### src/hdl/obj_pkg.sv
/*
 * object line engine shared definitions
 * table geometry, pixel widths, transparent colour code
 * and the scanner and drawer state encodings
 */
package obj_pkg;

    // frame table geometry
    localparam int table_aw = 10;    // 1024 entries
    localparam int word_w   = 16;    // x, y, code, attr words
    localparam int entry_w  = 4 * word_w;

    // screen geometry
    localparam int hpos_w = 9;       // 512 pixel line
    localparam int vpos_w = 9;

    // stored pixel: palette[8:4], colour[3:0]
    localparam int pix_w = 9;
    localparam logic [3:0] transp_color = 4'hf;  // colour 15 is see-through

    // table walker states
    typedef enum logic [2:0] {
        scan_idle,
        scan_fetch,       // table read in flight
        scan_check,       // words valid, matcher working
        scan_wait_draw,   // zone result valid, wait for drawer
        scan_issue,
        scan_next_tile
    } scan_state_e;

    // tile drawer states
    typedef enum logic [1:0] {
        draw_idle,
        draw_fetch_row,
        draw_write
    } draw_state_e;

endpackage

### src/hdl/obj_tile_match.sv
/*
 * vertical zone test for one object
 * checks the line against the object height, picks the tile row
 * and the row inside the tile, and sums the tile code
 * all results are registered, one cycle after the inputs
 */
`timescale 1ns/1ps

module obj_tile_match (
    input  logic                        clk,

    input  logic [15:0]                 obj_code,
    input  logic [obj_pkg::vpos_w-1:0]  obj_y,
    input  logic [3:0]                  tile_m,    // tiles down - 1
    input  logic [3:0]                  tile_n,    // tiles across - 1
    input  logic [3:0]                  n,         // horizontal tile index
    input  logic                        vflip,
    input  logic [obj_pkg::vpos_w-1:0]  vrenderf,  // line, screen flip applied

    output logic                        inzone,
    output logic [3:0]                  vsub,
    output logic [15:0]                 code_mn
);

    logic [obj_pkg::vpos_w-1:0] offset;
    logic [3:0] m_raw;
    logic [3:0] m;
    logic [3:0] n_eff;

    assign offset = vrenderf - obj_y;    // wraps mod 512
    assign m_raw  = offset[7:4];         // tile row counted from the top
    assign m      = vflip ? tile_m - m_raw : m_raw;  // rows swap under vflip
    assign n_eff  = (n > tile_n) ? tile_n : n;        // stay inside the object

    always_ff @(posedge clk) begin
        // offset < 16*(tile_m+1)
        inzone  <= offset[obj_pkg::vpos_w-1:4] <= (obj_pkg::vpos_w-4)'(tile_m);
        vsub    <= vflip ? ~offset[3:0] : offset[3:0];
        code_mn <= obj_code + {12'd0, n_eff} + {8'd0, m, 4'd0};
    end

endmodule

### config.mk
export PLATFORM = sky130hd
export DESIGN_NAME = obj_tile_match
export DESIGN_NICKNAME = d
export VERILOG_FILES = /design/src/hdl/obj_pkg.sv /design/src/hdl/obj_tile_match.sv
export SDC_FILE = /design/constraint.sdc
export NUM_CORES = 1
export LEC_CHECK = 0
export BUFFER_PORTS_ARGS = -buffer_cell sky130_fd_sc_hd__buf_2
export CORE_MARGIN = 1
export CORE_UTILIZATION = 48
export DETAILED_ROUTE_END_ITERATION = 8
export PLACE_DENSITY = 0.8
export SETUP_SLACK_MARGIN = 0.4
export SKIP_LAST_GASP = 1
export SLEW_MARGIN = 20
export SYNTH_ARGS = -nofsm -noshare
export SYNTH_HDL_FRONTEND = slang
export SYNTH_SLANG_ARGS = --single-unit
### constraint.sdc
create_clock -name clk -period 4.8 [get_ports clk]
set_input_delay 0.24 -clock clk [delete_from_list [all_inputs] [get_ports clk]]
set_output_delay 0.24 -clock clk [all_outputs]
set_load 0.02 [all_outputs]
==> metrics.cfg <==
[setup_path]
cp-start-kind = input pin
crit_fanout = 4
arrival_ns = 4.07
required_ns = 5.00
setup.worst_path.class = in2reg
critPathCaptureType = register

[timing]
drv_slew = 0
worstMarginPinSlew_ns = 0.4018
final-setup-viol-count = 0
finalHoldViolations = 0
rsz0062_at_grt = no
fin_crit_sh_pct = 80.74
max_freq_ghz = 0.2580
setup_tns_ns = 0
relSlewSlack_pct = 73.16
period_minus_slack_ns = 3.875

[detailed_routing]
via_count = 1460
drc = 0
routed_wl_um = 3222
avgRoutedWirePerCell_um = 10.53
ant_nets = 0
dr.pass1.iters = 4
drt_iter0_drc = 37
via_per_inst = 4.771

[run_status]
outcome = complete, no violations

[clocking]
tritoncts = built
numClockSinks = 21
ctsResizeCount = 0
cts_hold_repair.buffers = 0
clockBufferDepth = 2
post_cts_buffers = 0
cts-buffers-inserted = 3
root_buffer = clkbuf_4
clk_pin_slew_ns = 0.11
cts_max_level = 1

[final_layout]
nNetsFinal = 340
drive_gt1_share_pct = 31.92
area_growth_pct = 25.63
fill_cells = 328
design_area_um2 = 2128
num_antenna_cells = 0

[pwr]
swShare_pct = 41.08
powerDensity_nw_per_um2 = 343.6
vdd_ir_drop_max_mv = 0.1130
p_int_mw = 0.4309
p_seq_share_pct = 32.0
pwr-share-clk_pct = 11.2
total_leakage_power_nw = 1.122
share_comb_of_total_power_pct = 56.8
switchingPower_mw = 0.3004
p_total_mw = 0.7314

[place]
dpl.hpwl_um = 2849
place_area_um2 = 2088
globalplace.congestion = 0.7952
port_buffers = 68

[synth]
synth_seq_cells = 21
ys.warnings.count = 0
synth_top_area_cell = dfxtp_1
seq_area_frac_synth_pct = 24.82
synth_area_um2 = 1694
synth_cell_types = 30
synthCells = 189
synth_area_leaders = dfxtp_1 (25%), ha_1 (21%), xnor2_1 (8.3%)
synth_top_area_share_pct = 24.82
synth_nets = 268
avgSynthCellArea_um2 = 8.964

[grt]
grt_usage_pct = 18.27
antenna_found_initial = 0
grt_pass1_wl_um = 5043
grt_pass1_vias = 1207
grt_max_degree = 13
overflow = 0

[hold_path]
min_from = obj_code[15]
hold_path_class = in2reg
hold_depth = 2
hold_end = code_mn[15]

[floorplan]
start_util_pct = 50.37
die_h_um = 61.41
dieArea_um2 = 3771
boundaryPins = 69
placementRows = 21
coreArea_um2 = 3363
die_w_um = 61.41

[run]
maxCapViolCount = 0

-- per-layer routing --
| metal | GRT usage [%] | up-vias | routed length (um) |
|---|---|---|---|
| met5 | 0 | - | 0 |
| met1 | 22.09 | 637 | 1417 |
| met4 | 7.619 | 0 | 49 |
| met2 | 33.39 | 41 | 1620 |
| li1 | - | 778 | - |
| met3 | 1.261 | 4 | 134 |
-- Yosys cell counts --
cell / instances
nand4_1: 2
nor2_1: 11
a21o_1: 4
ha_1: 28
a2111oi_2: 2
nor2b_1: 3
a211oi_1: 1
xnor2_1: 16
o21bai_1: 1
nor3b_1: 1
mux2i_1: 2
dfxtp_1: 21
nand2b_1: 3
o21a_1: 3
and3_1: 3
and4_1: 1
a21oi_1: 12
nand2_1: 13
mux2_2: 5
a21oi_2: 2
clkbuf_1: 1
o21ai_0: 9
a221oi_2: 1
xor2_1: 13
nor3_1: 1
a31oi_1: 2
inv_1: 22
nand3_1: 2
fa_1: 3
o21ai_2: 1
-- layout by cell type (no fill, tap or decap), drive strengths merged, types with 2 or more instances in the layout --
| cell | n |
|---|---|
| buf | 68 |
| ha | 28 |
| inv | 22 |
| dfxtp | 21 |
| xnor2 | 16 |
| a21oi | 14 |
| nand2 | 13 |
| xor2 | 13 |
| nor2 | 11 |
| o21ai | 10 |
| mux2 | 5 |
| a21o | 4 |
| nand2b | 3 |
| nor2b | 3 |
| o21a | 3 |
| and3 | 3 |
| fa | 3 |
| clkbuf | 3 |
| nand4 | 2 |
| mux2i | 2 |
| nand3 | 2 |
| a31oi | 2 |
| a2111oi | 2 |
-- power by group through the flow --
stage                     Sequential (mW)  Clock [mW]  Combinational [mW]
after floorplan                     0.307           0               0.230
after global placement              0.238           0               0.401
after detailed placement            0.239           0               0.411
after CTS                           0.235      0.0843               0.413
final                               0.234      0.0817               0.415
after global routing                0.240      0.0918               0.464
-- stage by stage --
step           std cells  hold WS [ns]  util, %  setup WS [ns]
2_1_floorplan        189        0.3367        -          1.056
3_3_place_gp         302        0.4378    62.09         0.5389
3_5_place_dp         302        0.4341    62.09         0.5084
4_1_cts              306        0.1118    62.91         0.8083
5_1_grt              306        0.1093    63.28         0.5225
6_report             306        0.1173    63.28         0.9245
-- kinds of logic (layout without fill, tap and decap cells) --
group / Yosys count / after routing / share of synthesized area, %
AO/OA/AOI/OAI: 38 / 38 / 15.14
XOR/XNOR: 29 / 29 / 14.99
adder cells (fa/ha/maj): 31 / 31 / 24.22
buffers and inverters: 23 / 94 / 5.096
flip-flops: 21 / 21 / 24.82
multiplexers: 7 / 7 / 4.505
AND/OR/NAND/NOR: 40 / 40 / 11.23
-- worst max-delay path, stage by stage --
cell and delay (ns):
buf_2 0.09, inv_1 0.05, ha_1 0.15, inv_1 0.05, fa_1 0.42, a211oi_1 0.31
o21bai_1 0.12, a21oi_1 0.17, xor2_1 0.28, inv_1 0.08, ha_1 0.34, a21oi_1 0.18
xnor2_1 0.08, mux2_2 0.29, ha_1 0.30, inv_1 0.15, nor2_1 0.10, a2111oi_4 0.45
nor2_1 0.10, xor2_1 0.15
-- state kept, by name, summed over array words and instances (netlist names) --
register	cells
vsub	4
code_mn	16
inzone	1
-- area by class of cell --
type	instances	area (um2)	share of cell area, %
multi-input combinational	145	1200	56.38
sequential	21	420.4	19.75
timing repair buffer	68	340.3	15.99
inverter	22	82.58	3.880
tap	46	57.56	2.704
clock buffer	3	22.52	1.058
clock inverter	1	5.005	0.2352
-- how the worst max path moves through the flow --
| stage | from | cells past startpoint | to | slack, ns |
|---|---|---|---|---|
| after floorplan | vrenderf[0] | 19 | code_mn[9] | 1.06 |
| after global placement | vrenderf[0] | 20 | code_mn[9] | 0.54 |
| after detailed placement | vrenderf[0] | 20 | code_mn[9] | 0.51 |
| after CTS | vrenderf[0] | 20 | code_mn[9] | 0.81 |
| after global routing | vrenderf[0] | 20 | code_mn[13] | 0.52 |
| final | vrenderf[0] | 20 | code_mn[15] | 0.92 |
Power figures use the tool's default switching activity.
