File: src/hdl/obj_pkg.sv
/*
 * object line engine shared definitions
 * table geometry, pixel widths, transparent colour code
 * and the scanner and drawer state encodings
 */
package obj_pkg;

    // frame table geometry
    localparam int table_aw = 10;    // 1024 entries
    localparam int word_w   = 16;    // x, y, code, attr words
    localparam int entry_w  = 4 * word_w;

    // screen geometry
    localparam int hpos_w = 9;       // 512 pixel line
    localparam int vpos_w = 9;

    // stored pixel: palette[8:4], colour[3:0]
    localparam int pix_w = 9;
    localparam logic [3:0] transp_color = 4'hf;  // colour 15 is see-through

    // table walker states
    typedef enum logic [2:0] {
        scan_idle,
        scan_fetch,       // table read in flight
        scan_check,       // words valid, matcher working
        scan_wait_draw,   // zone result valid, wait for drawer
        scan_issue,
        scan_next_tile
    } scan_state_e;

    // tile drawer states
    typedef enum logic [1:0] {
        draw_idle,
        draw_fetch_row,
        draw_write
    } draw_state_e;

endpackage

File: src/hdl/obj_draw.sv
/*
 * tile drawer
 * takes one tile request, reads the tile row and writes its
 * 16 pixels to the line buffer, one per cycle
 * colour 15 pixels are skipped, hflip reverses the columns
 */
`timescale 1ns/1ps

module obj_draw #(
    parameter  int rom_codes = 256,
    localparam int code_w    = $clog2(rom_codes),
    localparam int rom_aw    = code_w + 4
) (
    input  logic                        clk,
    input  logic                        rst,

    input  logic                        start,
    input  logic [15:0]                 code,
    input  logic [15:0]                 attr,    // {4'd0, vsub, attr low byte}
    input  logic [obj_pkg::hpos_w-1:0]  hpos,    // first pixel minus one
    output logic                        idle,

    output logic [rom_aw-1:0]           rom_addr,
    input  logic [63:0]                 rom_data,

    output logic                        buf_we,
    output logic [obj_pkg::hpos_w-1:0]  buf_addr,
    output logic [obj_pkg::pix_w-1:0]   buf_data
);

    obj_pkg::draw_state_e state;

    logic [3:0] cnt;                          // pixel index 0..15
    logic [code_w-1:0] code_l;                // wraps modulo rom_codes
    logic [3:0] vsub_l;
    logic hflip_l;
    logic [4:0] pal_l;
    logic [obj_pkg::hpos_w-1:0] hpos_l;
    logic [3:0] col;
    logic [3:0] pix;

    assign idle     = (state == obj_pkg::draw_idle);
    assign rom_addr = {code_l, vsub_l};
    assign col      = hflip_l ? ~cnt : cnt;   // 15-k under hflip
    assign pix      = rom_data[{col, 2'b00} +: 4];

    assign buf_we   = (state == obj_pkg::draw_write) && (pix != obj_pkg::transp_color);
    assign buf_addr = hpos_l + obj_pkg::hpos_w'(1) + obj_pkg::hpos_w'(cnt);
    assign buf_data = {pal_l, pix};

    always_ff @(posedge clk or posedge rst) begin
        if (rst) begin
            state <= obj_pkg::draw_idle;
            cnt   <= '0;
        end else begin
            case (state)
                obj_pkg::draw_idle:
                    if (start) state <= obj_pkg::draw_fetch_row;
                obj_pkg::draw_fetch_row: begin      // row read in flight
                    cnt   <= '0;
                    state <= obj_pkg::draw_write;
                end
                obj_pkg::draw_write: begin
                    cnt <= cnt + 1'b1;
                    if (cnt == 4'd15) state <= obj_pkg::draw_idle;
                end
                default: state <= obj_pkg::draw_idle;
            endcase
        end
    end

    // request latch
    always_ff @(posedge clk) begin
        if (idle && start) begin
            code_l  <= code[code_w-1:0];
            vsub_l  <= attr[11:8];
            hflip_l <= attr[5];
            pal_l   <= attr[4:0];
            hpos_l  <= hpos;
        end
    end

endmodule

File: config.mk
export PLATFORM = sky130hd
export DESIGN_NAME = obj_draw
export DESIGN_NICKNAME = d
export VERILOG_FILES = /design/src/hdl/obj_pkg.sv /design/src/hdl/obj_draw.sv
export SDC_FILE = /design/constraint.sdc
export NUM_CORES = 1
export LEC_CHECK = 0
export ABC_AREA = 1
export BUFFER_PORTS_ARGS = -buffer_cell sky130_fd_sc_hd__buf_2
export CORE_UTILIZATION = 35
export DETAILED_ROUTE_END_ITERATION = 10
export HOLD_SLACK_MARGIN = 0.06
export PLACE_DENSITY_LB_ADDON = 0.05
export SETUP_SLACK_MARGIN = 0.05
export SYNTH_ARGS = -nofsm -noshare
export SYNTH_HDL_FRONTEND = slang
export SYNTH_SLANG_ARGS = --single-unit
File: constraint.sdc
create_clock -name clk -period 3.5 [get_ports clk]
set_input_delay 0.875 -clock clk [delete_from_list [all_inputs] [get_ports clk]]
set_output_delay 0.875 -clock clk [all_outputs]
set_load 0.05 [all_outputs]
==> out/qor.yml <==
route:
  detail_route.vias_per_cell: 4.67
  ant_nets: 0
  drtPass1Iterations: 4
  totalWireLength_um: 5560
  drt_iter0_drc: 78
  vias: 2189
  drt-wirelength-per-cell_um: 11.9
  drt_drc_violations_left: 0
critical_path:
  timing.critical_path.slowest_stage_cell: "dfrtp_1"
  critical_path.reg2reg.endpoint: "hpos_l[4]$_DFFE_PP_"
  cp_top_family: "adder cells"
  launch_point_of_the_worst_path: "cnt[0]$_DFFE_PP0P_"
  timing.rr.start: "state[1]$_DFFE_PP0P_"
  r2r.worst_path.cells: 4
  crit_path_max_incr_delay_ps: 430
  r2r_slack_ps: 1670
  worst_setup_path_start_kind: "flop"
  timing.critical_path.required_ps: 2620
  timing.critical_path.cells: "inv_2, ha_1, inv_1, fa_1, a21o_1, a21oi_2, nor2_1, nand4_1, xnor2_1, clkbuf_4"
  cp_data_arrival_time_ps: 2400
  worstPathBufferInverterCount: 3
  timing.setup.critical_path_class: "reg2out"
  worst-path-max-fanout: 6
  kind_of_capture_point_of_the_worst_setup_path: "output port"
power_and_ir_drop:
  swShare_pct: 51.2
  seqPwrFrac_pct: 23.4
  leakagePower_uw: 0.00157
  power.ir.vdd_worst_mv: 0.460
  combinational_fraction_of_design_power_pct: 61.6
  share_clk_of_total_power_pct: 15.0
  power_switching_uw: 1270
  power-per-cell-area_mw_per_mm2: 819
  p_int_uw: 1210
clock_network:
  clock_insertion_delay_worst_skew_ps: 280
  holdBufCountCts: 0
  tritoncts_num_sinks: 33
  cts_inserted_buffers: 5
  cell_at_the_root_of_the_clock_tree: "clkbuf_8"
  clockBufferDepth: 2
  tritoncts: "built"
  cts_htree_levels: 2
  worst_setup_hold_path_clk_slew_ps: 70
yosys:
  synth_sequential_area_ratio_pct: 44.1
  synth_nets: 379
  synth_area_mm2: 0.00218
  synth_cells: 262
  yosysWarnings: 0
  syn_avg_cell_area_um2: 8.31
  synth-seq-cells: 33
  distinct_cell_type_count_of_the_synthesized_netlist: 29
place:
  setup_ws_pre_cts_ps: 423
  finalWeightedCongestion: 0.816
  detailedPlacementHpwl_um: 4280
  postPlaceCellArea_mm2: 0.00287
  placed_cells: 458
  io_buffer_count: 125
timing:
  clock.fmax_ghz: 0.305
  period_needed_ps: 3280
  worst_pin_slew_ps: 982
  fin_clk_skew_ps: 3.31
  finalHoldViolCount: 0
  period_share_pct: 93.6
  setup-tns-final_ps: 0
  timing.final.max_slew_violations: 0
  setup_viol: 0
  slew_headroom_pct: 34.5
  grt_setup_unrepaired: "false"
  layout_setup_ws_ps: 224
final_layout:
  final_common_cell: "buf_2"
  final_cell_count_no_fill: 469
  post-route-cell-area_mm2: 0.00302
  layout.filler_cells: 613
  seq_area_um2: 961
  antenna-diode-count: 0
  layout-drive-gt1-share_pct: 40.1
  multiInputGateArea_mm2: 0.00102
  finish.net_count: 510
  final_cell_mix: "124 x buf_2, 70 x nand2_1, 62 x nand3_1"
  syn_to_final_growth_pct: 38.7
  post-route-util_pct: 50.7
floorplanning:
  die_y_um: 80.9
  die_w_um: 80.9
  coreArea_mm2: 0.00596
  start_util_pct: 36.6
  io_pins: 140
  die_area_mm2: 0.00654
  fp-row-count: 28
grt:
  grt_util_met1_pct: 19.4
  global_route_wire_length_before_repair_um: 8360
  global_route.usage.total_pct: 16.6
  global_route.overflow_total: 0
  grt_max_degree: 32
  met3_usage_pct: 4.83
  grt-busiest-layer: "met2"
  antenna_violations_before_repair: 0
  first_global_vias: 1950
  met2_usage_pct: 29.2
min_path:
  min_path_type: "in2async"
job:
  cap_violations: 0
outcome:
  run_status: "complete, no violations"
-- worst max-delay path by stage --
stage	end	depth (start not counted)	slack [ps]
final	buf_addr[8]	10	220
after global routing	buf_addr[8]	10	60
after CTS	buf_addr[8]	10	110
after detailed placement	buf_addr[8]	10	420
after global placement	buf_addr[8]	10	450
after floorplan	buf_addr[6]	8	310
-- power groups by stage --
stage | sequential, uW | clock, uW | combinational [uW]
final | 580 | 371 | 1520
after global routing | 590 | 394 | 1680
after CTS | 589 | 381 | 1520
after detailed placement | 597 | 0 | 1510
after global placement | 593 | 0 | 1510
after floorplan | 706 | 0 | 1080
-- timing repair --
action	4_1_cts	5_1_grt
endpoints found under the setup margin	0	3
gates resized for setup	0	2
buffers inserted	0	3
-- cell type report --
cell class,count,area share (%)
inverter,36,4.93
sequential,33,31.8
multi-input combinational,185,33.6
clock buffer,6,2.73
tap,75,3.11
timing repair buffer,132,22.5
clock inverter,2,1.24
-- cell usage after synthesis --
library cell | n | area (um2)
a21o_1 | 1 | 7.51
nand2_2 | 4 | 25.0
nor2_1 | 7 | 26.3
nor3b_1 | 1 | 7.51
buf_4 | 4 | 30.0
fa_1 | 1 | 20.0
nand2_1 | 70 | 263
inv_1 | 32 | 120
xor2_1 | 5 | 43.8
o22ai_1 | 1 | 6.26
bufinv_8 | 1 | 17.5
or2_2 | 1 | 6.26
a21oi_1 | 4 | 20.0
buf_2 | 3 | 15.0
xnor2_1 | 3 | 26.3
xor2_2 | 1 | 16.3
nand3_2 | 4 | 40.0
inv_2 | 3 | 11.3
nand3_1 | 62 | 310
ha_1 | 8 | 100
buf_6 | 1 | 11.3
xnor2_2 | 2 | 32.5
edfxtp_1 | 27 | 811
nor4_1 | 1 | 6.26
o21ai_0 | 5 | 25.0
nand3b_1 | 2 | 15.0
dfrtp_1 | 6 | 150
a21oi_2 | 1 | 8.76
nand4_1 | 1 | 6.26
-- flip-flops by register name, indices dropped and copies added (netlist names) --
signal	flops
state	2
vsub_l	4
hpos_l	9
pal_l	5
code_l	8
cnt	4
hflip_l	1
-- worst register-to-register path: stages, from the launching register on --
cell and delay (ps):
dfrtp_1 380, inv_1 100, ha_1 200, nand2_1 60
inv_1 710
-- per-layer routing --
metal,vias up,share of wire [%]
li1,1126,-
met4,0,1.9
met2,90,47
met3,11,8.5
met5,-,0
met1,962,42
-- logic make-up (layout without fill, tap and decap cells) --
logic type	Yosys count	in the layout	synth area share (%)
compound gates	12	12	3.10
xor+xnor	11	11	5.46
fa+ha+maj	9	9	5.51
buf+inv	44	176	9.42
flops	33	33	44.1
simple gates	153	153	32.4
-- metrics by stage --
step	hold WS [ps]	power (uW)
floorplan	481	1780
global placement	510	2100
detailed placement	516	2110
CTS	510	2490
global route	522	2660
finish	503	2470
Power figures use the tool's default switching activity.
