## config.mk

```make
export PLATFORM = sky130hd
export DESIGN_NAME = obj_scan
export DESIGN_NICKNAME = d
export VERILOG_FILES = /design/src/hdl/obj_pkg.sv /design/src/hdl/obj_scan.sv
export SDC_FILE = /design/constraint.sdc
export NUM_CORES = 1
export LEC_CHECK = 0
export ABC_AREA = 1
export BUFFER_PORTS_ARGS = -buffer_cell sky130_fd_sc_hd__buf_4
export CAP_MARGIN = 30
export CORE_MARGIN = 4
export CORE_UTILIZATION = 40
export DETAILED_ROUTE_END_ITERATION = 16
export MAX_ROUTING_LAYER = met4
export PLACE_DENSITY = 0.8
export SETUP_SLACK_MARGIN = 0.1
export SYNTH_ARGS = -nofsm -noshare
export SYNTH_HDL_FRONTEND = slang
export SYNTH_SLANG_ARGS = --single-unit
```

## constraint.sdc

```tcl
create_clock -name clk -period 10.6 [get_ports clk]
set_clock_uncertainty 0.1 [all_clocks]
set_input_delay 0.53 -clock clk [delete_from_list [all_inputs] [get_ports clk]]
set_output_delay 0.53 -clock clk [all_outputs]
set_load 0.01 [all_outputs]
```

## src/hdl/obj_pkg.sv

```systemverilog
/*
 * object line engine shared definitions
 * table geometry, pixel widths, transparent colour code
 * and the scanner and drawer state encodings
 */
package obj_pkg;

    // frame table geometry
    localparam int table_aw = 10;    // 1024 entries
    localparam int word_w   = 16;    // x, y, code, attr words
    localparam int entry_w  = 4 * word_w;

    // screen geometry
    localparam int hpos_w = 9;       // 512 pixel line
    localparam int vpos_w = 9;

    // stored pixel: palette[8:4], colour[3:0]
    localparam int pix_w = 9;
    localparam logic [3:0] transp_color = 4'hf;  // colour 15 is see-through

    // table walker states
    typedef enum logic [2:0] {
        scan_idle,
        scan_fetch,       // table read in flight
        scan_check,       // words valid, matcher working
        scan_wait_draw,   // zone result valid, wait for drawer
        scan_issue,
        scan_next_tile
    } scan_state_e;

    // tile drawer states
    typedef enum logic [1:0] {
        draw_idle,
        draw_fetch_row,
        draw_write
    } draw_state_e;

endpackage

```

## src/hdl/obj_scan.sv

```systemverilog
/*
 * per-line object table walker
 * on a line start it walks the frame table from entry 0, keeps
 * objects crossing the line and breaks them into 16 pixel tiles,
 * one draw request per on-screen tile
 * stops at the end marker or after the last address
 */
`timescale 1ns/1ps

module obj_scan #(
    parameter int table_depth = 1024
) (
    input  logic                          clk,
    input  logic                          rst,
    input  logic                          flip,
    input  logic [obj_pkg::vpos_w-1:0]    vrender,
    input  logic                          start,

    // frame table
    output logic [obj_pkg::table_aw-1:0]  table_addr,
    input  logic [obj_pkg::word_w-1:0]    table_x,
    input  logic [obj_pkg::word_w-1:0]    table_y,
    input  logic [obj_pkg::word_w-1:0]    table_code,
    input  logic [obj_pkg::word_w-1:0]    table_attr,

    // tile matcher
    input  logic                          inzone,
    input  logic [3:0]                    vsub,
    input  logic [15:0]                   code_mn,
    output logic [3:0]                    n,
    output logic [obj_pkg::vpos_w-1:0]    vrenderf,

    // drawer
    output logic                          dr_start,
    input  logic                          dr_idle,
    output logic [15:0]                   dr_code,
    output logic [15:0]                   dr_attr,
    output logic [obj_pkg::hpos_w-1:0]    dr_hpos,

    output logic                          busy,
    output logic                          newline   // line_start edge, swaps the buffer
);

    obj_pkg::scan_state_e state;

    logic last_start;
    logic end_mark;
    logic last_addr;
    logic hflip;
    logic [3:0] tile_n;
    logic [3:0] tile_m;
    logic [3:0] npos;                       // tile x slot, reversed under hflip
    logic [obj_pkg::hpos_w:0] eff_x;        // bit 9 set means off screen

    assign newline   = start & ~last_start;
    assign tile_m    = table_attr[15:12];
    assign tile_n    = table_attr[11:8];
    assign hflip     = table_attr[5];
    assign end_mark  = table_y[15] || (table_attr[15:8] == 8'hff);
    assign last_addr = (table_addr == obj_pkg::table_aw'(table_depth - 1));
    assign npos      = hflip ? tile_n - n : n;
    assign eff_x     = table_x[obj_pkg::hpos_w:0] + {2'b00, npos, 4'd0};

    always_ff @(posedge clk or posedge rst) begin
        if (rst) begin
            state      <= obj_pkg::scan_idle;
            table_addr <= '0;
            n          <= '0;
            dr_start   <= 1'b0;
            busy       <= 1'b0;
            last_start <= 1'b0;
        end else begin
            last_start <= start;
            dr_start   <= 1'b0;                 // single cycle request
            case (state)
                obj_pkg::scan_idle: ;
                obj_pkg::scan_fetch:
                    state <= obj_pkg::scan_check;
                obj_pkg::scan_check:            // table words valid here
                    state <= end_mark ? obj_pkg::scan_idle : obj_pkg::scan_wait_draw;
                obj_pkg::scan_wait_draw: begin
                    if (!inzone) begin          // skip to next entry
                        if (last_addr) begin
                            state <= obj_pkg::scan_idle;
                        end else begin
                            table_addr <= table_addr + 1'b1;
                            n          <= '0;
                            state      <= obj_pkg::scan_fetch;
                        end
                    end else if (dr_idle) begin
                        state <= obj_pkg::scan_issue;
                    end
                end
                obj_pkg::scan_issue: begin
                    dr_start <= ~eff_x[obj_pkg::hpos_w];   // off-screen tiles dropped
                    state    <= obj_pkg::scan_next_tile;
                end
                obj_pkg::scan_next_tile: begin
                    if (n == tile_n) begin      // object done
                        if (last_addr) begin
                            state <= obj_pkg::scan_idle;
                        end else begin
                            table_addr <= table_addr + 1'b1;
                            n          <= '0;
                            state      <= obj_pkg::scan_fetch;
                        end
                    end else begin
                        n     <= n + 1'b1;
                        state <= obj_pkg::scan_check;   // matcher needs the new n
                    end
                end
                default: state <= obj_pkg::scan_idle;
            endcase

            // a new line abandons whatever was left
            if (newline) begin
                state      <= obj_pkg::scan_fetch;
                table_addr <= '0;
                n          <= '0;
            end

            if (newline)
                busy <= 1'b1;
            else if (state == obj_pkg::scan_idle && dr_idle && !dr_start)
                busy <= 1'b0;                   // scan over and last tile drawn
        end
    end

    // request payload, held until the next issue
    always_ff @(posedge clk) begin
        if (newline)
            vrenderf <= vrender ^ obj_pkg::vpos_w'({8{flip}});
        if (state == obj_pkg::scan_issue) begin
            // single tile objects take the code straight from the table
            dr_code <= (tile_n == 4'd0 && tile_m == 4'd0) ? table_code : code_mn;
            dr_attr <= {4'd0, vsub, table_attr[7:0]};
            dr_hpos <= eff_x[obj_pkg::hpos_w-1:0] - obj_pkg::hpos_w'(1);
        end
    end

endmodule

```

==> impl_metrics.csv, run 1 <==
group,metric,value,unit
run_status,outcome,"completed",
clock_tree,insertion_delay,0.34,ns
clock_tree,tritoncts,"built",
sta,max_freq,350,MHz
worst_setup_path,path_buf_inv,2,
routing,routedWlPerCell,13.5,um
sta,hold_viol_final,0,
routing,drt_pass1_iterations,5,
grt,grt_pass1_vias,2837,
logic_synthesis,synth-seq-cells,66,
worst_setup_path,path_delay_family,"adder cells",
routing,drtIter0Drc,143,
logic_synthesis,postSynth.asyncResetShare,0.303,
worst_setup_path,critPathMaxFanout,5,
routing,antenna_violating_nets_post_route,0,
floorplan,num_io_pins,166,
layout,fill_cells,751,
grt,grt_use_total,0.164,
sta,fin_crit_sh,0.270,
hold_path,hp-class,"primary input to flip-flop",
grt,antenna_found_initial,0,
place,gp_congestion,0.885,
grt,grtUsageMet3,0.0218,
clock_tree,cts_sinks,66,
clock_tree,cts_setup_buffers,0,
clock_tree,h-tree-depth,3,
worst_setup_path,cpPeakStageDelay,0.58,ns
grt,met2_usage,0.274,
logic_synthesis,syn_area_per_cell,9.24,um2
clock_tree,cts_buffers,9,
floorplan,die_h,102,um
place,place_ws,7.53,ns
routing,vias,3079,
grt,grt.overflow.total,0,
layout,diodes,0,
layout,finalNonFillerCells,641,
layout,syn_to_final_growth,38.4,%
logic_synthesis,syn_area,3530,um2
clock_tree,path_clk_slew,0.07,ns
clock_tree,cts_resized,0,
logic_synthesis,yosys_warnings,0,
sta,setup_ws,7.74,ns
power,p_leak,2.35,nW
logic_synthesis,synth_top_area_frac,0.391,
logic_synthesis,syn_inst,382,
sta,min_period,2.86,ns
worst_setup_path,path_cells,"ha_1 -> inv_1 -> fa_1 -> nand2_1 -> o21ai_0 -> inv_1 -> fa_1 -> nand3_1 -> nor2_1 -> nand2_1 -> nand2_1 -> nand2_1",
layout,ff_latch_area,1880,um2
flow_run,cap_violations,0,
clock_tree,clock_path_buffers,2,
worst_setup_path,worstPathRequired,10.60,ns
worst_setup_path,slowest_stage,"fa_1",
layout,final_nets,639,
floorplan,die_area,10400,um2
logic_synthesis,synth.distinct_cells,36,
place,dpl.hpwl,6600,um
layout,multi_input_area,1370,um2
routing,totalWireLength,8640,um
worst_setup_path,startpoint_type,"flip-flop",
grt,global_route.peak_usage_layer,"met2",
logic_synthesis,ys.flop_type,"edfxtp_1",
floorplan,start_util,0.409,
sta,setup-violations-final,0,
power,ir_worst_vdd,0.0585,mV
sta,hold_ws,0.202,ns
floorplan,die_x,102,um
grt,grt_max_degree,39,
place,dpl.cell_count,625,
sta,finalMaxSlewViolations,0,
grt,grt_first_pass_wirelength,12900,um
worst_setup_path,arrival,2.85,ns
floorplan,rows,34,
sta,tightestPinTransition,0.781,ns
clock_tree,cts_hold_buf,0,
grt,grtUsageMet1,0.188,
power,cellPowerDensity,148,nW/um2
logic_synthesis,ys_seq_area_frac,0.533,
worst_setup_path,critPathKind,"flip-flop to flip-flop",
clock_tree,cts_root_buf,"clkbuf_8",
sta,max_slew_margin,0.479,
worst_setup_path,crit_top_cell,"nand2_1",
routing,viasPerCell,4.80,
floorplan,coreArea,8640,um2
worst_setup_path,cp-end-kind,"flip-flop",
sta,rsz0062_at_grt,"false",
place,portBuffers,140,
layout,drive_above_1_share,0.321,
logic_synthesis,synth_edf_count,46,
routing,drc,0,
sta,timing.setup.tns,0,ns
logic_synthesis,synth_top_area_cell,"edfxtp_1",
logic_synthesis,synthTopCellsByArea,"edfxtp_1 (39%), dfrtp_1 (14%), nand2_1 (10%)",
[path summary, 6_finish.rpt]
path,startpoint,endpoint,slack [ns],depth (start not counted)
setup / recovery,n[0],dr_hpos[8],7.74,12
hold / removal,start,last_start,0.20,1
setup reg to reg,n[0],dr_hpos[8],7.74,12
hold reg to reg,busy,busy,0.44,2
max in group asynchronous,rst,state[2],9.67,2
min in group asynchronous,rst,table_addr[2],0.24,2
[sequential cells by signal, indices dropped and copies added, names as in the netlist]
name        cells
n               4
dr_hpos         9
dr_start        1
busy            1
dr_code        16
state           3
dr_attr        12
table_addr     10
last_start      1
vrenderf        9
[cell families after synthesis]
logic type	share of synthesized area
fa+ha+maj	0.0468
simple gates	0.237
flops	0.533
other cells	0.00106
xor+xnor	0.0496
buf+inv	0.0833
compound gates	0.0486
[cells in the final DEF (no fill, tap or decap), drive strengths merged, types with 5 or more instances in the layout]
cell type    n
xor2        14
nand4       12
nand2       97
a21oi        5
xnor2        6
o21ai       25
edfxtp      46
nand3       29
ha          10
nor2        29
inv         59
clkbuf      13
dfrtp       20
buf        143
[layer usage]
layer | part of all wire | routed length (um)
met5 | 0 | 0
met4 | 0.031 | 269
met3 | 0.062 | 533
met2 | 0.52 | 4460
met1 | 0.39 | 3380
[per-stage QoR]
| stage | total power, mW | instance area [um2] | util |
|---|---|---|---|
| global placement | 0.507 | 4680 | 0.542 |
| finish | 0.723 | 4880 | 0.565 |
| CTS | 0.730 | 4880 | 0.565 |
| global route | 0.764 | 4880 | 0.565 |
| detailed placement | 0.514 | 4680 | 0.542 |
| floorplan | 0.435 | 3540 | - |
[Yosys cell counts (2+ instances only)]
cell      number
ha_1          10
xnor2_1        6
nor2_2         2
nand4_1       12
nand2_1       94
nand2_4        2
buf_4          4
inv_1         58
nand3b_1       2
nor2_1        25
nand3_1       27
edfxtp_1      46
xor2_1        14
or2_2          3
nor3_1         4
clkbuf_1       2
a21oi_1        5
o21ai_0       24
fa_1           2
buf_2          4
nor2_4         2
dfrtp_1       20
[layout make-up]
type,count,area share
sequential,66,0.385
multi-input combinational,248,0.280
timing repair buffer,143,0.220
inverter,60,0.0461
clock buffer,13,0.0325
tap,108,0.0277
clock inverter,3,0.00794
[report_power, final]
| group | leakage [nW] | switching [mW] | internal [mW] |
|---|---|---|---|
| Clock | 0.101 | 0.0941 | 0.121 |
| Sequential | 0.685 | 0.0267 | 0.306 |
| Combinational | 1.57 | 0.0935 | 0.0814 |
(Power assumes the default switching activity.)
==> inputs of run 2 (changes only) <==
Settings changed: ABC_AREA 1 to 0, PLACE_DENSITY 0.8 to 0.82.
Clock period 10.6 ns to 2.77 ns, I/O delays scaled along.
==> run 2 against run 1 <==
The flow now finishes with violations (hold timing); highest routed layer unchanged; fmax increased by 11%; sequential share of layout area down 2.3 points; global-route usage grew 4.7 points; count of clock-buffer cells in the layout down 4; cell count down 13%; synthesized cell count is 35% lower; area after synthesis is 9.0% lower; first-iteration DRC count down 24%; total power rose to 3.8 times the previous value; core utilization grew 10 points; largest cell class unchanged; wire length increased by 23%.
==> impl_metrics.csv, run 2 <==
group,metric,value,unit
run_status,outcome,"finished with violations",
run_status,violations,"hold timing",
sta,hold_viol_final,1,
logic_synthesis,synth-seq-cells,66,
sta,finalMaxSlewViolations,0,
sta,max_slew_margin,0.470,
clock_tree,path_clk_slew,0.09,ns
power,switching_share,0.268,
routing,drt_pass1_iterations,4,
layout,most-common-layout-cells,"buf_4 (153), edfxtp_1 (46), dlygate4sd3_1 (43)",
worst_setup_path,arrival,2.56,ns
logic_synthesis,syn_inst,250,
grt,grt_pass1_vias,2864,
clock_tree,h-tree-depth,3,
logic_synthesis,postSynth.asyncResetShare,0.303,
logic_synthesis,synth_common_cells,"edfxtp_1 (46), dfrtp_1 (20), nor2_1 (17), xor2_1 (17), mux2_2 (16)",
worst_setup_path,path_cells,"inv_2 -> ha_1 -> a21o_1 -> a21oi_2 -> mux2i_1 -> xor2_1 -> ha_1 -> xor2_2 -> nor3b_2 -> xnor2_1",
layout,design_area,5190,um2
worst_setup_path,r2r-start,"n[1]",
power,pwr-share-clk,0.376,
clock_tree,cts_sinks,66,
layout,fill_cells,548,
layout,finalNonFillerCells,557,
logic_synthesis,synthTopCellsByArea,"edfxtp_1 (43%), dfrtp_1 (16%), mux2_2 (5.6%)",
worst_setup_path,crit_top_cell,"ha_1",
floorplan,start_util,0.413,
logic_synthesis,syn_area,3210,um2
place,gp_congestion,0.840,
sta,fin_crit_sh,0.927,
clock_tree,cts_root_buf,"clkbuf_8",
place,postPlaceCellArea,4420,um2
grt,grt_first_pass_wirelength,15300,um
sta,setup-violations-final,0,
grt,grt_max_degree,27,
floorplan,die_h,97.6,um
floorplan,coreArea,7770,um2
worst_setup_path,r2r_slack,0.20,ns
power,power,2.76,mW
power,ir_worst_vdd,0.316,mV
logic_synthesis,syn_area_per_cell,12.8,um2
worst_setup_path,startpoint,"n[1]",
routing,antenna_violating_nets_post_route,0,
routing,totalWireLength,10600,um
floorplan,num_io_pins,166,
sta,tightestPinTransition,0.793,ns
layout,final_common_cell,"buf_4",
worst_setup_path,slowest_stage,"dfrtp_1",
place,portBuffers,140,
power,p_leak,2.32,nW
worst_setup_path,r2r_end,"dr_hpos[8]",
sta,timing.setup.tns,0,ns
hold_path,hp-class,"primary input to flip-flop",
layout,drive_above_1_share,0.455,
clock_tree,clock_path_buffers,2,
place,dpl.cell_count,494,
routing,viasPerCell,5.04,
worst_setup_path,startpoint_type,"flip-flop",
power,combPwrFrac,0.192,
power,cellPowerDensity,532,nW/um2
grt,grt.overflow.total,0,
logic_synthesis,yosys_warnings,0,
worst_setup_path,cp-end-kind,"flip-flop",
floorplan,rows,32,
worst_setup_path,worstPathRequired,2.76,ns
sta,min_period,2.57,ns
logic_synthesis,synth_top_area_frac,0.430,
routing,drc,0,
clock_tree,tritoncts,"built",
logic_synthesis,yosysMostFrequentCell,"edfxtp_1",
grt,grt_use_total,0.211,
layout,top_register,"dr_code",
floorplan,die_area,9520,um2
layout,final_nets,561,
routing,vias,2809,
layout,syn_to_final_growth,61.8,%
power,pwr-share-seq,0.432,
layout,utilization,0.668,
grt,antenna_found_initial,0,
logic_synthesis,synth_edf_count,46,
routing,drtIter0Drc,109,
layout,multi_input_area,1300,um2
layout,largest_reg_flops,16,
logic_synthesis,ys.flop_type,"edfxtp_1",
worst_setup_path,critPathKind,"flip-flop to flip-flop",
logic_synthesis,synth.distinct_cells,49,
sta,max_freq,389,MHz
layout,ff_latch_area,1880,um2
clock_tree,cts_buffers,9,
floorplan,die_x,97.6,um
logic_synthesis,synth_top_area_cell,"edfxtp_1",
worst_setup_path,critPathMaxFanout,3,
sta,rsz0062_at_grt,"false",
worst_setup_path,endpoint,"dr_hpos[8]",
place,dpl.hpwl,6570,um
layout,top_regs,"dr_code x16, dr_attr x12, table_addr x10",
worst_setup_path,cpPeakStageDelay,0.40,ns
clock_tree,insertion_delay,0.35,ns
logic_synthesis,ys_seq_area_frac,0.586,
worst_setup_path,reg2regPathDepth,10,
layout,diodes,0,
routing,routedWlPerCell,19.1,um
flow_run,cap_violations,0,
sta,hold_ws,-0.00118,ns
power,power.switching,0.741,mW
power,p_int,2.02,mW
run 2: changes by cell type after synthesis, moves of 5 or more:
cell | previous run | this run
nand2_1 | 94 | 15
inv_1 | 58 | 14
nand4_1 | 12 | 4
nand3_1 | 27 | 10
o21ai_0 | 24 | 5
nor2_1 | 25 | 17
mux2_2 | 0 | 16
xnor2_1 | 6 | 12
nor4_1 | 0 | 5
run 2: metal layers:
| metal | share of wire | routed length [um] | track usage |
|---|---|---|---|
| met4 | 0.013 | 138 | 0.0575 |
| met3 | 0.066 | 704 | 0.0603 |
| met1 | 0.39 | 4200 | 0.243 |
| met2 | 0.53 | 5590 | 0.362 |
| met5 | 0 | 0 | - |
run 2: cell type report:
type / count / area share
clock buffers: 9 / 0.0239
clock inverters: 7 / 0.0241
inverters: 14 / 0.0101
multi-input cells: 163 / 0.250
flip-flops and latches: 66 / 0.363
well taps: 102 / 0.0246
repair buffers: 196 / 0.304
run 2: stage by stage:
step	setup slack [ns]	hold slack, ns
finish	0.201	-0.00118
global placement	0.0938	0.160
detailed placement	0.0700	0.163
CTS	0.103	0.00242
floorplan	0.141	0.00226
global route	0.0908	-0.00801
run 2: worst min path at each step:
stage	cells past startpoint	to	slack [ns]	startpoint
6_report	2	dr_code[14]	-0.001	code_mn[14]
3_3_place_gp	1	last_start	0.16	start
3_5_place_dp	1	last_start	0.16	start
4_1_cts	2	dr_code[5]	0.002	table_code[5]
5_1_grt	2	dr_code[10]	-0.008	table_code[10]
2_1_floorplan	1	busy	0.002	rst
run 2: cells by family after synthesis:
| logic type | Yosys count | share of synthesized area |
|---|---|---|
| and+or+nand+nor | 72 | 0.123 |
| DFF | 66 | 0.586 |
| xor gates and xnor gates | 29 | 0.0791 |
| AOI/OAI and AO/OA | 28 | 0.0600 |
| buffers and inverters | 24 | 0.0359 |
| muxes | 18 | 0.0628 |
| adders and majority gates | 12 | 0.0515 |
| other | 1 | 0.00117 |
run 2: power by group through the flow:
stage / combinational, mW / clock, mW / sequential (mW)
3_3_place_gp: 0.422 / 0 / 1.20
4_1_cts: 0.488 / 1.03 / 1.19
2_1_floorplan: 0.200 / 0 / 1.22
5_1_grt: 0.572 / 1.11 / 1.20
6_report: 0.531 / 1.04 / 1.19
3_5_place_dp: 0.441 / 0 / 1.21
run 2: repair_timing:
| action | 4_1_cts | 5_1_grt |
|---|---|---|
| setup endpoints to repair | 2 | 4 |
| resized for setup | 1 | 16 |
| hold buffers | 37 | 6 |
| pin swaps | 0 | 5 |
| buffers inserted | 0 | 4 |
| endpoints found under the hold margin | 50 | 5 |
run 2: worst max-delay path: cells and delay by family (launching register included):
kind	cells	cell delay, ns
fa+ha+maj	2	0.54
xor+xnor	3	0.47
flops	1	0.40
compound gates	2	0.31
mux	1	0.24
simple gates	1	0.18
buf+inv	1	0.09
==> inputs of run 3 (changes only) <==
Settings changed: ABC_CLOCK_PERIOD_IN_PS set to 2300, PLACE_DENSITY 0.82 to 0.85.
Clock period 2.77 ns to 2.3 ns, I/O delays scaled along.
==> run 3 against run 2 <==
Via count grew 7.2%; sequential power grew 21%; sequential share of layout area shrank 1.9 points; register-to-register slack lost 0.51 ns; clock power shrank 6%; setup slack lost 0.51 ns; wire length grew 7.1%; global-route usage grew 2.9 points; fmax shrank 1.4%; the run ends with setup timing left; first-iteration DRC count grew 36%; cell area grew 5.5%; core utilization grew 3.7 points.
==> impl_metrics.csv, run 3 (same netlist as run 2, synthesis figures left out) <==
group,metric,value,unit
layout,most-common-layout-cells,"buf_4 (163), dlygate4sd3_1 (59), edfxtp_1 (46)",
routing,viasPerCell,5.14,
floorplan,start_util,0.413,
worst_setup_path,path_delay_family,"adder cells",
sta,setup-violations-final,5,
power,cellPowerDensity,572,nW/um2
worst_setup_path,cpPeakStageDelay,0.58,ns
routing,wl_met2,5880,um
routing,drc,0,
sta,finalMaxSlewViolations,0,
flow_run,cap_violations,0,
worst_setup_path,crit_top_cell,"fa_2",
routing,drt_pass1_iterations,4,
floorplan,rows,32,
layout,drive_above_1_share,0.471,
sta,hold_ws,0.0518,ns
worst_setup_path,slowest_stage,"fa_2",
grt,grt.overflow.total,0,
layout,syn_to_final_growth,70.7,%
sta,max_freq,384,MHz
clock_tree,clock_path_buffers,2,
power,p_leak,2.44,nW
floorplan,die_area,9520,um2
worst_setup_path,critPathKind,"flip-flop to flip-flop",
place,dpl.hpwl,6620,um
run_status,violations,"setup timing",
power,combPwrFrac,0.230,
layout,diodes,0,
clock_tree,h-tree-depth,3,
power,p_int,2.25,mW
layout,design_area,5480,um2
place,portBuffers,140,
sta,rsz0062_at_grt,"true",
power,power,3.13,mW
sta,timing.setup.tns,-1.20,ns
worst_setup_path,path_cells,"ha_4 -> inv_2 -> fa_2 -> nand2_2 -> o21ai_2 -> inv_1 -> fa_2 -> nand3_2 -> nor3b_2 -> xnor2_1",
place,gp_congestion,0.918,
sta,min_period,2.61,ns
sta,hold_viol_final,0,
clock_tree,cts_sinks,66,
grt,grt_use_total,0.240,
worst_setup_path,path_buf_inv,2,
floorplan,die_x,97.6,um
routing,drtIter0Drc,148,
worst_setup_path,startpoint_type,"flip-flop",
worst_setup_path,arrival,2.60,ns
layout,top_regs,"dr_code x16, dr_attr x12, table_addr x10",
sta,max_slew_margin,0.467,
grt,antenna_found_initial,0,
routing,vias,3010,
clock_tree,cts_root_buf,"clkbuf_8",
run_status,outcome,"finished with violations",
power,switching_share,0.282,
power,ir_worst_vdd,0.319,mV
routing,m1WireLength,4370,um
place,postPlaceCellArea,4550,um2
floorplan,coreArea,7770,um2
routing,antenna_violating_nets_post_route,0,
routing,routedWlPerCell,19.4,um
routing,totalWireLength,11400,um
place,place_ws,-0.245,ns
power,pwr-share-seq,0.459,
hold_path,hp-class,"primary input to flip-flop",
routing,highest-signal-layer,"met4",
sta,setup_ws,-0.306,ns
layout,fill_cells,478,
worst_setup_path,critPathMaxFanout,3,
power,power.switching,0.883,mW
grt,grt_max_degree,40,
worst_setup_path,worstPathRequired,2.30,ns
layout,final_nets,590,
grt,grt_first_pass_wirelength,17200,um
grt,grt_pass1_vias,3160,
clock_tree,path_clk_slew,0.08,ns
layout,final_common_cell,"buf_4",
power,pwr-share-clk,0.311,
sta,tightestPinTransition,0.799,ns
sta,fin_crit_sh,1.13,
floorplan,die_h,97.6,um
routing,wl_met3,773,um
worst_setup_path,cp-end-kind,"flip-flop",
floorplan,num_io_pins,166,
clock_tree,cts_buffers,9,
clock_tree,tritoncts,"built",
layout,largest_reg_flops,16,
clock_tree,insertion_delay,0.34,ns
layout,top_register,"dr_code",
[run 3: cell count changes in the layout (fill, tap and decap cells not counted), sizes merged]
cell and change:
bufinv -2, buf +13, dlygate4sd3 +16, clkinvlp +2
[run 3: through the flow]
stage | instances | utilization
5_1_grt | 586 | 0.705
3_3_place_gp | 505 | 0.586
3_5_place_dp | 505 | 0.586
4_1_cts | 584 | 0.694
2_1_floorplan | 253 | -
6_report | 586 | 0.705
[run 3: final cells by class]
type | instances | area (um2) | share of cell area
Clock buffer | 9 | 124 | 0.0226
Clock inverter | 7 | 67.6 | 0.0123
Tap cell | 102 | 128 | 0.0233
Multi-Input combinational cell | 163 | 1370 | 0.250
Sequential cell | 66 | 1880 | 0.344
Inverter | 14 | 52.6 | 0.00959
Timing Repair Buffer | 225 | 1860 | 0.339
[run 3: final timing paths]
check                           startpoint            end  slack, ns  depth (start not counted)
worst max-delay path                  n[0]     dr_hpos[8]      -0.31                         10
worst max register to register        n[0]     dr_hpos[8]      -0.31                         10
min in group asynchronous              rst  table_addr[8]       0.40                          3
worst min register to register        busy           busy       0.44                          2
worst min-delay path            table_x[1]     dr_hpos[3]       0.05                          3
max in group asynchronous              rst           n[0]       1.15                          3
[run 3: what timing repair did]
| item | in CTS | in global routing |
|---|---|---|
| buffers inserted | 4 | 2 |
| hold buffers | 59 | 0 |
| pin swaps | 8 | 8 |
| cloned | 0 | 0 |
| setup endpoints to repair | 5 | 10 |
| hold endpoints to repair | 62 | 0 |
| gates resized for setup | 6 | 12 |
[run 3: power groups by stage]
stage          sequential (mW)  clock, mW  combinational (mW)
3_3_place_gp              1.45          0               0.541
2_1_floorplan             1.47          0               0.251
3_5_place_dp              1.45          0               0.564
6_report                  1.44      0.976               0.721
4_1_cts                   1.43      0.980               0.666
5_1_grt                   1.45       1.04               0.779
[run 3: layer usage]
| metal | GRT usage | up-vias |
|---|---|---|
| li1 | - | 1355 |
| met1 | 0.263 | 1476 |
| met2 | 0.413 | 152 |
| met3 | 0.0617 | 27 |
| met4 | 0.100 | 0 |
| met5 | - | - |
[run 3: tightest hold or removal path, cell delays in order]
cell and delay (ns):
buf_4 0.09, nor3_1 0.05, xor2_1 0.12
